**src/design/copy_vote_consts.svh**
```systemverilog
`ifndef COPY_VOTE_CONSTS_SVH
`define COPY_VOTE_CONSTS_SVH

// stream and buffer widths
`define COPY_VOTE_DATA_W 8
`define COPY_VOTE_ADDR_W 8 // 256 byte payload buffers

// redundancy
`define COPY_VOTE_N_COPIES 5
`define COPY_VOTE_N_PAIRS 10 // n*(n-1)/2

// frame layout
`define COPY_VOTE_ID_OFFSET 22 // byte carrying the copy number

`endif

```
**src/design/copy_vote_pkg.sv**
```systemverilog
`default_nettype none

`include "copy_vote_consts.svh"

package copy_vote_pkg;

	typedef logic [`COPY_VOTE_DATA_W-1:0] byte_t;
	typedef logic [`COPY_VOTE_ADDR_W-1:0] addr_t; // address or payload length
	typedef logic [2:0] copy_id_t; // 0 = none
	typedef logic [`COPY_VOTE_N_COPIES-1:0] copy_vec_t; // bit 0 = copy 1

	// pair order 12 13 14 15 23 24 25 34 35 45 starting at bit 0
	typedef logic [`COPY_VOTE_N_PAIRS-1:0] pair_vec_t;

	typedef logic [`COPY_VOTE_N_COPIES-1:0][`COPY_VOTE_ADDR_W-1:0] len_vec_t;
	typedef logic [`COPY_VOTE_N_COPIES-1:0][`COPY_VOTE_DATA_W-1:0] byte_vec_t;

	typedef enum logic [1:0] {
		idle,
		scan,
		decide,
		replay
	} vote_state_t;

endpackage

`default_nettype wire

```
**src/design/vote_ctrl.sv**
```systemverilog
`timescale 1ns/100ps
`default_nettype none

`include "copy_vote_consts.svh"

module vote_ctrl (
	input  logic                     clk,
	input  logic                     rst,
	input  logic                     round_done,
	input  copy_vote_pkg::len_vec_t  lens,
	input  copy_vote_pkg::copy_id_t  winner,
	input  copy_vote_pkg::byte_vec_t rd_bytes,
	output logic                     busy,
	output logic                     scan_start,
	output logic                     scan_en,
	output copy_vote_pkg::addr_t     rd_addr,
	output copy_vote_pkg::byte_t     data_out,
	output logic                     en_out,
	output logic                     lost
);

	copy_vote_pkg::vote_state_t state;
	logic [8:0]                 addr_cnt;  // scan and replay address
	logic [8:0]                 max_len;   // longest copy of the round
	copy_vote_pkg::addr_t       len_max_c;
	copy_vote_pkg::copy_id_t    win_id;
	copy_vote_pkg::addr_t       win_len;

	always_comb begin
		len_max_c = '0;
		for (int c = 0; c < `COPY_VOTE_N_COPIES; c++) begin
			if (lens[c] > len_max_c)
				len_max_c = lens[c];
		end
	end

	assign rd_addr = addr_cnt[7:0];
	assign scan_en = (state == copy_vote_pkg::scan) && (addr_cnt < max_len);
	assign busy    = (state != copy_vote_pkg::idle) || en_out || lost;

	// ==================================================
	// round FSM
	// ==================================================
	always_ff @(posedge clk) begin
		if (rst) begin
			state      <= copy_vote_pkg::idle;
			addr_cnt   <= '0;
			max_len    <= '0;
			win_id     <= '0;
			win_len    <= '0;
			scan_start <= 1'b0;
			en_out     <= 1'b0;
			lost       <= 1'b0;
		end else begin
			scan_start <= 1'b0;
			en_out     <= 1'b0;
			lost       <= 1'b0;
			case (state)
				copy_vote_pkg::idle: begin
					if (round_done) begin
						state      <= copy_vote_pkg::scan;
						addr_cnt   <= '0;
						max_len    <= {1'b0, len_max_c};
						scan_start <= 1'b1; // clears the pair flags
					end
				end
				copy_vote_pkg::scan: begin
					if (addr_cnt == max_len + 9'd1) begin // two cycles of read pipeline
						state    <= copy_vote_pkg::decide;
						addr_cnt <= '0; // byte 0 is read during decide
					end else begin
						addr_cnt <= addr_cnt + 9'd1;
					end
				end
				copy_vote_pkg::decide: begin
					win_id <= winner;
					if (winner == '0) begin
						lost  <= 1'b1;
						state <= copy_vote_pkg::idle;
					end else if (lens[winner - 3'd1] == '0) begin
						state <= copy_vote_pkg::idle; // nothing to replay
					end else begin
						win_len  <= lens[winner - 3'd1];
						addr_cnt <= 9'd1;
						state    <= copy_vote_pkg::replay;
					end
				end
				copy_vote_pkg::replay: begin
					en_out <= 1'b1;
					if (addr_cnt == {1'b0, win_len})
						state <= copy_vote_pkg::idle;
					else
						addr_cnt <= addr_cnt + 9'd1;
				end
				default: state <= copy_vote_pkg::idle;
			endcase
		end
	end

	// output byte trails its address by one read cycle
	always_ff @(posedge clk) begin
		if (state == copy_vote_pkg::replay)
			data_out <= rd_bytes[win_id - 3'd1];
	end

endmodule

`default_nettype wire

```
**config.mk**
```make
export PLATFORM = sky130hd
export DESIGN_NAME = vote_ctrl
export DESIGN_NICKNAME = d
export VERILOG_FILES = /design/src/design/copy_vote_pkg.sv /design/src/design/vote_ctrl.sv
export VERILOG_INCLUDE_DIRS = /design/src /design/src/design
export SDC_FILE = /design/constraint.sdc
export NUM_CORES = 1
export LEC_CHECK = 0
export BUFFER_PORTS_ARGS = -buffer_cell sky130_fd_sc_hd__buf_2
export CAP_MARGIN = 10
export CORE_ASPECT_RATIO = 1.1
export CORE_MARGIN = 2
export CORE_UTILIZATION = 50
export CTS_CLUSTER_DIAMETER = 200
export DETAILED_ROUTE_END_ITERATION = 16
export GPL_ROUTABILITY_DRIVEN = 0
export GPL_TIMING_DRIVEN = 0
export PLACE_DENSITY = 0.76
export SLEW_MARGIN = 20
export SYNTH_ARGS = -nofsm -noshare
export SYNTH_HDL_FRONTEND = slang
export SYNTH_SLANG_ARGS = --single-unit
```
**constraint.sdc**
```tcl
create_clock -name clk -period 8.45 [get_ports clk]
set_input_delay 2.1125 -clock clk [delete_from_list [all_inputs] [get_ports clk]]
set_output_delay 2.1125 -clock clk [all_outputs]
set_load 0.1 [all_outputs]
```
After elaboration in Yosys (flattened, before gate mapping) --
Cells that the tools add are included.
Storage, ports and cells: register bits after elaboration 41, input bits 86, output and inout port bits 21, logic and storage cells 73
Operators by class: add/sub/neg operators 4, order comparisons 8, eq/ne operators 11, muxes and demuxes 24, bitwise operators 4, reductions and logical operators 13
Operators with widths (number):
- $mux 8 | 7
- $bmux 8 s3 | 2
- $mux 9 | 5
- $pmux 9 s4 | 1
- $gt 8x8->1 | 4
- $mux 2 | 5
- $ne 2x2->1 const B | 5
- $add 8x1->9 const B | 1
- $add 9x1->9 const B | 1
- $eq 9x8->1 | 1
- $eq 9x9->1 | 1
- $lt 9x8->1 | 1
- $gt 8x1->1 const B | 1
- $logic_not 8->1 | 1
- $lt 3x4->1 const B | 2
- $pmux 2 s4 | 1
- $reduce_and 3->1 | 2
- $sub 3x1->3 const B | 2
- $eq 2x2->1 const B | 2
- $not 1->1 | 4
- $reduce_and 4->1 | 1
- $reduce_or 2->1 | 2
- $logic_not 3->1 | 1
- $mux 1 | 3
- 7 further kinds | 8

Logic depth before layout (Yosys ltp) --
Gate-level depths: netlist (run 1).
word-level depth 10, mapped depth 36, gate-level depth less buffers 32

Worst setup path after synthesis (run 1) --
No wires, ideal clock.
path type input to register, start point input lens[1] in the netlist's numbering, end point register max_len[1], setup time 0.087 ns, arrival 8.159 ns, setup slack 0.204 ns, stages on the path 34, cell sequence inv_1 ha_1 nor2b_1 o211ai_1 a21oi_1 o22ai_2 mux2i_1 ha_1 nor2b_1 o21a_1 o21ai_0 a21oi_1 o21bai_1 clkbuf_1 buf_2 o21ai_0 ha_1 nor2b_1 o21a_1 o21ai_0 a211oi_1 nor2_1 clkbuf_1 and3_1 or3_1 ha_1 nor2b_1 o21a_1 o21a_1 o21ai_0 and3_1 buf_1 o21ai_0 o31ai_1
Between the ends: cells in the longest elaborated chain, start to end 10
RTL lines:
- start, declared | line vote_ctrl.sv:10 | input copy_vote_pkg::len_vec_t lens,
- $gt 8x1->1 | line vote_ctrl.sv:32 | if (lens[c] > len_max_c)
- $mux 8 (*) | line vote_ctrl.sv:32
- $gt 8x8->1 | line vote_ctrl.sv:32
- $mux 8 (*) | line vote_ctrl.sv:32
- $gt 8x8->1 | line vote_ctrl.sv:32
- $mux 8 (*) | line vote_ctrl.sv:32
- $gt 8x8->1 | line vote_ctrl.sv:32
- $mux 8 (*) | line vote_ctrl.sv:32
- $gt 8x8->1 | line vote_ctrl.sv:32
- $mux 8 (*) | line vote_ctrl.sv:32
- end signal, assigned | line vote_ctrl.sv:63 | max_len <= {1'b0, len_max_c};
- end, declared | line vote_ctrl.sv:24 | logic [8:0] max_len;
Mark *: on every way between the ends. The rest lies on a longest branch, timed or not. A chain may end at the register's enable or synchronous reset.

Worst setup path in the final report (run 1) --
start point input lens[1] in the netlist's numbering, end point register max_len[6]
The elaborated chain is that of the path after synthesis.

==> out/qor.yml, run 1 <==
status:
  status: "finished, final reports clean"
detailed_routing:
  drt_iter0_drc: 179
  viasPerCell: 5.844
  drt-total-wl_mm: 12.04
  met1_length_mm: 5.062
  wl_met2_mm: 5.647
  vias: 4465
  first_pass_iters: 5
  routedWlPerCell_um: 15.75
  drc: 0
  ant_nets: 0
  wl_met3_um: 745
  routed.top_layer: "met4"
final_layout:
  final_cell_mix: "buf_2, nand2_1, ha_1, nor2_1, dfxtp_1"
  nets: 783
  layout-drive-gt1-share_pct: 25.88
  area_growth_pct: 22.52
  diodes: 0
  fin_util_pct: 62.51
  fillers: 751
  finalNonFillerCells: 764
  layout_commonest_cell: "buf_2"
  final_area_um2: 5201
synthesis:
  synth_top_area_cell: "dfxtp_1"
  synthesis.nets: 665
  synth_seq_cells: 41
  yosysSeqAreaShare_pct: 21.22
  synth_area_leaders: "dfxtp_1, ha_1, mux2i_1, edfxtp_1, nand2_1"
  yosys_warnings: 0
  synth_edf_count: 8
  synthCells: 534
  avgSynthCellArea_um2: 7.950
  synth_top_area_share_pct: 15.56
  async_flop_share_pct: 0
  synth_ff_type: "dfxtp_1"
  syn-cell-area_um2: 4245
  synth_cell_types: 64
placed_design:
  port-buffer-count: 105
  placed_area_um2: 4910
  dpl.cell_count: 750
  place_hpwl_mm: 9.785
clock_network:
  root_buffer: "clkbuf_8"
  hold_buffers: 0
  ctsHtreeMaxLevel: 2
  clkLatencyLatePin_ns: 0.30
  clkTransAtPathRegs_ns: 0.08
  cts.sinks: 41
  clk_path_buf_depth: 2
  cts_buffers: 5
  cts_tree: "done"
worst_hold_path:
  hold_path.class: "reg2reg"
grt:
  grt_pass1_wl_mm: 19.01
  grt_start_max_net_pins: 14
  grt_overflow: 0
  first_global_vias: 4037
  track_usage_pct: 25.28
  antenna_found_initial: 0
sta:
  final.min_clock_period_ns: 8.127
  max-slew-margin-rel_pct: 48.10
  fmax_mhz: 123.0
  hold_violations: 0
  finalClockSkew_ns: 0.008087
  setup_viol: 0
  slew_viol_final: 0
  finalCritPeriodShare_pct: 96.18
  worstMarginPinSlew_ns: 0.7589
worst_setup_path:
  arrival_ns: 8.33
  start_kind: "input port"
  cp.required_ns: 8.65
  cp_slowest_cell: "or3_1"
  setup.worst_path.end_class: "flip-flop"
  worst-path-max-fanout: 10
  max_stage_delay_ns: 0.38
  criticalPathCategory: "in2reg"
floorplan:
  fp.dieH_um: 100.6
  io_pins: 107
  dieArea_um2: 9244
  die_width_um: 91.86
  rows: 35
  core_area_um2: 8320
  initial_core_util_pct: 51.02
job:
  max_cap_violations: 0
power_and_ir_drop:
  p_per_area_nw_per_um2: 159.7
  peakVddDrop_uv: 83.44
  static-leakage-power_nw: 2.329
flip-flops by register name (all words and copies together) (netlist names):
register,flops
addr_cnt,9
data_out,8
en_out,1
lost,1
max_len,8
scan_start,1
state,2
win_id,3
win_len,8
power breakdown:
group	switching, mW	internal, mW
clock	0.0678	0.0571
combinational	0.276	0.187
sequential	0.0235	0.219
total	0.368	0.463
cell type report:
cell class / instances / area [um2] / area share [%]
buffer: 37 / 212.7 / 4.089
clock buffer: 5 / 68.82 / 1.323
clock inverter: 3 / 17.52 / 0.3368
inverter: 32 / 120.1 / 2.309
multi-input combinational: 422 / 3149 / 60.55
sequential: 41 / 900.9 / 17.32
tap: 111 / 138.9 / 2.670
timing repair buffer: 113 / 593.1 / 11.40
worst max-delay path: cells and delay by family:
kind / cells / cell delay, ns
multiplexers: 1 / 0.25
adder cells (fa/ha/maj): 4 / 1.17
buffers and inverters: 6 / 0.89
AO/OA/AOI/OAI: 15 / 2.38
AND/OR/NAND/NOR: 9 / 1.51
per-layer routing:
| metal | up-vias | GRT usage (%) |
|---|---|---|
| li1 | 2197 | - |
| met1 | 2031 | 31.58 |
| met2 | 205 | 42.36 |
| met3 | 32 | 2.917 |
| met4 | 0 | 14.58 |
| met5 | - | 0 |
worst paths after layout:
kind	start	end	slack (ns)	cells after the start
setup / recovery	lens[1]	max_len[6]$_SDFFE_PP0P_	0.32	35
hold / removal	win_id[1]$_SDFFE_PP0P_	win_id[1]$_SDFFE_PP0P_	0.46	2
setup reg to reg	win_id[0]$_SDFFE_PP0P_	data_out[6]$_DFFE_PP_	5.40	10
hold reg to reg	win_id[1]$_SDFFE_PP0P_	win_id[1]$_SDFFE_PP0P_	0.46	2
synth_stat cells, drive strengths merged, types with 4 or more instances:
cell type	count
o22ai	4
nor4	4
a211oi	5
nand2b	4
edfxtp	8
nor2b	9
o21a	8
a22oi	7
clkbuf	23
nor2	38
o221ai	4
o211ai	4
or3	7
o31ai	14
nor3b	4
a31oi	7
nand3	19
xnor2	9
nand2	47
ha	45
buf	16
nor3	10
dfxtp	33
inv	32
nand4	13
mux2i	29
o21ai	35
mux4	4
and3	19
a21oi	27
xor2	11
through the flow:
stage	hold slack, ns	setup TNS (ns)	power [mW]	worst slack, ns
after floorplan	0.4363	0	0.5627	0.2039
after global placement	0.4443	-7.689	0.6566	-0.9979
after detailed placement	0.4511	-8.557	0.6698	-1.137
after CTS	0.4618	0	0.8004	0.002060
after global routing	0.4772	-0.05951	0.8943	-0.05221
final	0.4605	0	0.8307	0.3230
what timing repair did:
| item | in CTS | in global routing |
|---|---|---|
| setup buffers | 2 | 6 |
| endpoints found under the setup margin | 8 | 8 |
| resized for setup | 11 | 34 |
| pin swaps | 1 | 7 |
logic make-up (layout without fill, tap and decap cells):
logic type	count (synthesis)	count (layout)	synth area share [%]
adder cells (fa/ha/maj)	45	45	13.26
buffers and inverters	71	190	7.574
multiplexers	34	34	9.490
AO/OA/AOI/OAI	135	135	21.19
XOR/XNOR	20	20	4.568
AND/OR/NAND/NOR	188	188	22.69
flip-flops	41	41	21.22
Power figures use the tool's default switching activity.
==> run 2, diff against run 1 <==
Settings changed: GPL_TIMING_DRIVEN 0 to not set, PLACE_DENSITY 0.76 to 0.77.
==> run 2 against run 1 <==
Clock skew down 0.0010 ns. Hold slack better by 0.0085 ns. Sequential power about the same. Setup slack better by 0.11 ns. Fmax up 1.4%. Clock power up 25%. Cell area down 5.4%. Critical endpoint is now max_len[5]$_SDFFE_PP0P_. Largest cell class unchanged.
==> out/qor.yml, run 2 (synthesis results as in run 1) <==
worst_setup_path:
  start_kind: "input port"
  worst-path-max-fanout: 22
  arrival_ns: 8.21
  crit_path_frequent_cell: "ha_1"
  criticalPathCategory: "in2reg"
  setup.worst_path.end_class: "flip-flop"
  r2r_start: "max_len[0]$_SDFFE_PP0P_"
  cp.required_ns: 8.65
  max_stage_delay_ns: 0.37
  startpoint: "lens[1]"
  cp_slowest_cell: "mux2i_2"
grt:
  grt_pass1_wl_mm: 18.78
  track_usage_pct: 24.89
  first_global_vias: 4116
  grt_start_max_net_pins: 23
  antenna_found_initial: 0
  grt_overflow: 0
detailed_routing:
  routed.top_layer: "met4"
  met1_length_mm: 4.937
  viasPerCell: 6.029
  wl_met2_mm: 5.833
  first_pass_iters: 5
  drc: 0
  vias: 4371
  ant_nets: 0
  routedWlPerCell_um: 16.56
  drt-total-wl_mm: 12.01
  wl_met3_um: 769
  drt_iter0_drc: 252
placed_design:
  pre_cts_slack_ns: 0.03086
  place_hpwl_mm: 9.637
  port-buffer-count: 106
  placed_area_um2: 4751
  dpl.cell_count: 717
final_layout:
  layout_commonest_cell: "buf_2"
  multi_input_area_um2: 3083
  finalNonFillerCells: 725
  diodes: 0
  layout.area.seq_um2: 900.9
  fillers: 781
  top_register: "addr_cnt"
  area_growth_pct: 15.86
  largest_reg_flops: 9
  layout-drive-gt1-share_pct: 22.64
  final_cell_mix: "buf_2, nand2_1, ha_1, nor2_1"
  nets: 744
  final_area_um2: 4918
sta:
  setup_viol: 0
  max-slew-margin-rel_pct: 27.42
  finalSetupTns_ns: 0
  finalWorstSetupSlack_ns: 0.4334
  slew_viol_final: 0
  finalCritPeriodShare_pct: 94.87
  fmax_mhz: 124.7
  final.min_clock_period_ns: 8.017
  worstMarginPinSlew_ns: 1.081
  hold_violations: 0
  finalClockSkew_ns: 0.007090
clock_network:
  clkTransAtPathRegs_ns: 0.08
  root_buffer: "clkbuf_8"
  cts_tree: "done"
  ctsHtreeMaxLevel: 2
  post_cts_buffers: 0
  cts.sinks: 41
  clk_path_buf_depth: 2
  clkLatencyLatePin_ns: 0.30
  cts_buffers: 5
floorplan:
  die_width_um: 91.86
  io_pins: 107
  dieArea_um2: 9244
  fp.dieH_um: 100.6
  rows: 35
  initial_core_util_pct: 51.02
  core_area_um2: 8320
status:
  status: "finished, final reports clean"
power_and_ir_drop:
  p_per_area_nw_per_um2: 169.2
  peakVddDrop_uv: 92.47
  static-leakage-power_nw: 2.198
worst_hold_path:
  hp-start: "win_id[1]$_SDFFE_PP0P_"
  hold_path.class: "reg2reg"
job:
  max_cap_violations: 0
[run 2: cell types whose count changed in the layout (fill, tap and decap cells not counted), sizes merged]
cell	before	now
buf	130	111
bufinv	0	1
clkbuf	25	6
clkinv	3	1
[run 2: per-stage QoR]
stage               utilization, %  power (mW)  hold slack, ns
finish                       59.11      0.8321          0.4690
global route                 59.11      0.8892          0.5035
CTS                          58.39      0.8188          0.4673
floorplan                        -      0.5627          0.4363
global placement             57.10      0.6490          0.4479
detailed placement           57.10      0.6645          0.4569
[run 2: final timing paths]
| kind | endpoint | slack, ns | cells past startpoint |
|---|---|---|---|
| min | win_id[1]$_SDFFE_PP0P_ | 0.47 | 2 |
| max | max_len[5]$_SDFFE_PP0P_ | 0.43 | 34 |
| min reg2reg | win_id[1]$_SDFFE_PP0P_ | 0.47 | 2 |
| max reg2reg | addr_cnt[7]$_SDFFE_PP0P_ | 5.47 | 8 |
[run 2: what timing repair did]
item / 4_1_cts / 5_1_grt
endpoints found under the setup margin: 0 / 8
endpoints found under the hold margin: 0 / 0
hold buffers: 0 / 0
gates resized for setup: 0 / 12
[run 2: layout make-up]
type	count	share of cell area, %
clock buffers	6	1.475
inverters	32	2.442
flip-flops and latches	41	18.32
multi-input cells	422	62.68
clock inverters	2	0.7123
well taps	111	2.824
repair buffers	111	11.55
[run 2: where the power goes]
part | switching (mW) | total [mW] | internal [mW]
Sequential | 0.0274 | 0.246 | 0.219
Clock | 0.0682 | 0.156 | 0.0877
Combinational | 0.265 | 0.430 | 0.165
Total | 0.361 | 0.832 | 0.471
[run 2: routing by layer]
metal / up-vias / GRT usage, %
li1: 2121 / -
met1: 2027 / 30.38
met2: 183 / 43.55
met3: 40 / 3.067
met4: 0 / 12.06
met5: - / 0
[run 2: critical path, delay by kind of cell]
family	cells	cell delay, ns
AO/OA/AOI/OAI	16	2.50
adder cells (fa/ha/maj)	4	1.19
AND/OR/NAND/NOR	8	1.19
buffers and inverters	5	0.84
multiplexers	1	0.37
==> run 3, diff against run 2 <==
Settings changed: ABC_AREA set to 1, CORE_MARGIN 2 to 3, PLACE_DENSITY 0.77 to 0.76.
==> run 3 against run 2 <==
Setup slack better by 0.69 ns. Critical endpoint is now max_len[2]$_SDFFE_PP0P_. Power up 17%. Clock-buffer cell count unchanged. Fmax up 9.4%. Sequential share of layout area down 0.36 points. Critical path type unchanged. Final cell count up 29%. Register-to-register slack better by 0.06 ns. Critical path depth up 3. Routed wire length about the same.
==> out/qor.yml, run 3 <==
status:
  status: "finished, final reports clean"
worst_setup_path:
  arrival_ns: 7.49
  r2r_setup_slack_ns: 5.53
  cp.depth: 37
  setup.worst_path.end_class: "flip-flop"
  path_buf_inv: 6
  crit_path_frequent_cell: "nand2_1"
  worst-path-max-fanout: 15
  criticalPathCategory: "in2reg"
  r2r_start: "win_id[0]$_SDFFE_PP0P_"
  max_stage_delay_ns: 0.30
  cp.required_ns: 8.61
  r2r_cells: 5
  startpoint: "lens[7]"
  start_kind: "input port"
  path_delay_family: "simple AND/OR/NAND/NOR gates"
  r2r_end: "data_out[2]$_DFFE_PP_"
  cp_slowest_cell: "ha_1"
worst_hold_path:
  hp-start: "win_id[1]$_SDFFE_PP0P_"
  holdPathEnd: "win_id[1]$_SDFFE_PP0P_"
  hold_path.class: "reg2reg"
  min_path_cells: 2
power_and_ir_drop:
  static-leakage-power_nw: 2.755
  peakVddDrop_uv: 73.84
  p_per_area_nw_per_um2: 193.3
  total_power_mw: 0.9698
clock_network:
  cts_buffers: 5
  post_cts_buffers: 0
  ctsHtreeMaxLevel: 2
  clkTransAtPathRegs_ns: 0.08
  hold_buffers: 0
  cts_tree: "done"
  root_buffer: "clkbuf_8"
  cts-resized-gates: 0
  clkLatencyLatePin_ns: 0.29
  cts.sinks: 41
  clk_path_buf_depth: 2
synthesis:
  synth_top_area_share_pct: 19.77
  synth_top_area_cell: "nand2_1"
  avgSynthCellArea_um2: 5.968
  synth_area_leaders: "nand2_1, dfxtp_1, ha_1, nand3_1, inv_1"
  synth_ff_type: "dfxtp_1"
  yosys_warnings: 0
  yosysSeqAreaShare_pct: 20.54
  synthCells: 735
  synth_most_common_cell: "nand2_1"
  synth_cell_types: 41
  synthesis.nets: 866
  synth_common_cells: "nand2_1, inv_1, nand3_1, nor2_1, a21oi_1"
  syn-cell-area_um2: 4387
  synth_edf_count: 8
  synth_seq_cells: 41
  async_flop_share_pct: 0
sta:
  slew_viol_final: 0
  finalCritPeriodShare_pct: 86.75
  finalClockSkew_ns: 0.005918
  max-slew-margin-rel_pct: 49.55
  worstMarginPinSlew_ns: 0.7558
  hold_violations: 0
  finalSetupTns_ns: 0
  setup_viol: 0
  final.min_clock_period_ns: 7.330
  grt_setup_unrepaired: "false"
  fmax_mhz: 136.4
detailed_routing:
  first_pass_iters: 5
  viasPerCell: 5.322
  routedWlPerCell_um: 12.82
  vias: 4981
  drt-total-wl_mm: 12.00
  drt_iter0_drc: 187
  ant_nets: 0
  drc: 0
grt:
  first_global_vias: 4547
  grt_pass1_wl_mm: 19.93
  track_usage_pct: 24.17
  grt_start_max_net_pins: 27
  grt_overflow: 0
  antenna_found_initial: 0
final_layout:
  largest_reg_flops: 9
  finalNonFillerCells: 936
  final_cell_mix: "nand2_1, buf_2, inv_1, nand3_1, nor2_1"
  diodes: 0
  area_growth_pct: 14.38
  layout_commonest_cell: "nand2_1"
  fin_util_pct: 59.36
  layout-drive-gt1-share_pct: 15.76
  nets: 955
  top_register: "addr_cnt"
floorplan:
  core_area_um2: 8452
  die_width_um: 95.31
  rows: 35
  initial_core_util_pct: 51.90
  io_pins: 107
  dieArea_um2: 9935
  fp.dieH_um: 104.2
job:
  max_cap_violations: 0
placed_design:
  port-buffer-count: 106
  place_hpwl_mm: 9.893
  dpl.cell_count: 928
==> run 3: through the flow <==
step | worst slack, ns | area [um2] | hold WS (ns)
finish | 1.120 | 5017 | 0.4655
global route | 0.2441 | 5017 | 0.5081
CTS | 1.196 | 5017 | 0.4639
detailed placement | 0.9074 | 4911 | 0.4531
global placement | 1.029 | 4911 | 0.4447
floorplan | 0.7612 | 4387 | 0.4333
==> run 3: metal layers <==
| metal | global-route usage (%) | share of wire [%] | up-vias |
|---|---|---|---|
| met2 | 41.52 | 49 | 175 |
| li1 | - | - | 2539 |
| met4 | 8.041 | 2.8 | 0 |
| met3 | 2.750 | 6.3 | 29 |
| met5 | 0 | 0 | - |
| met1 | 30.81 | 42 | 2238 |
==> run 3: cell families (layout without fill, tap and decap cells) <==
group                      after synthesis  in the layout  synth area share, %
DFF                                     41             41                20.54
and+or+nand+nor                        405            405                39.62
AOI/OAI and AO/OA                      104            104                12.52
buffers and inverters                  132            222                12.55
xor gates and xnor gates                 8              8                1.940
adders and majority gates               45             45                12.84
==> run 3: worst max-delay path by stage <==
stage	slack, ns	endpoint
after floorplan	0.76	scan_en
after global placement	1.03	max_len[1]$_SDFFE_PP0P_
after detailed placement	0.91	max_len[2]$_SDFFE_PP0P_
after CTS	1.20	max_len[2]$_SDFFE_PP0P_
after global routing	0.24	max_len[3]$_SDFFE_PP0P_
final	1.12	max_len[2]$_SDFFE_PP0P_
==> run 3: area by class of cell <==
| class | count | area (um2) |
|---|---|---|
| clock buffers | 6 | 72.57 |
| clock inverters | 2 | 33.78 |
| fillers | 841 | 3435 |
| inverters | 108 | 405.4 |
| multi-input cells | 562 | 2935 |
| flip-flops and latches | 41 | 900.9 |
| well taps | 111 | 138.9 |
| repair buffers | 106 | 530.5 |
==> run 3: where the power goes <==
group | internal [mW] | switching (mW)
logic | 0.181 | 0.377
clock network | 0.0872 | 0.0658
registers | 0.230 | 0.0290
==> run 3: worst min-delay path, delay by kind of cell, from the launching register on <==
family,cells,cell delay [ns]
flops,1,0.30
compound gates,1,0.06
buf+inv,1,0.06
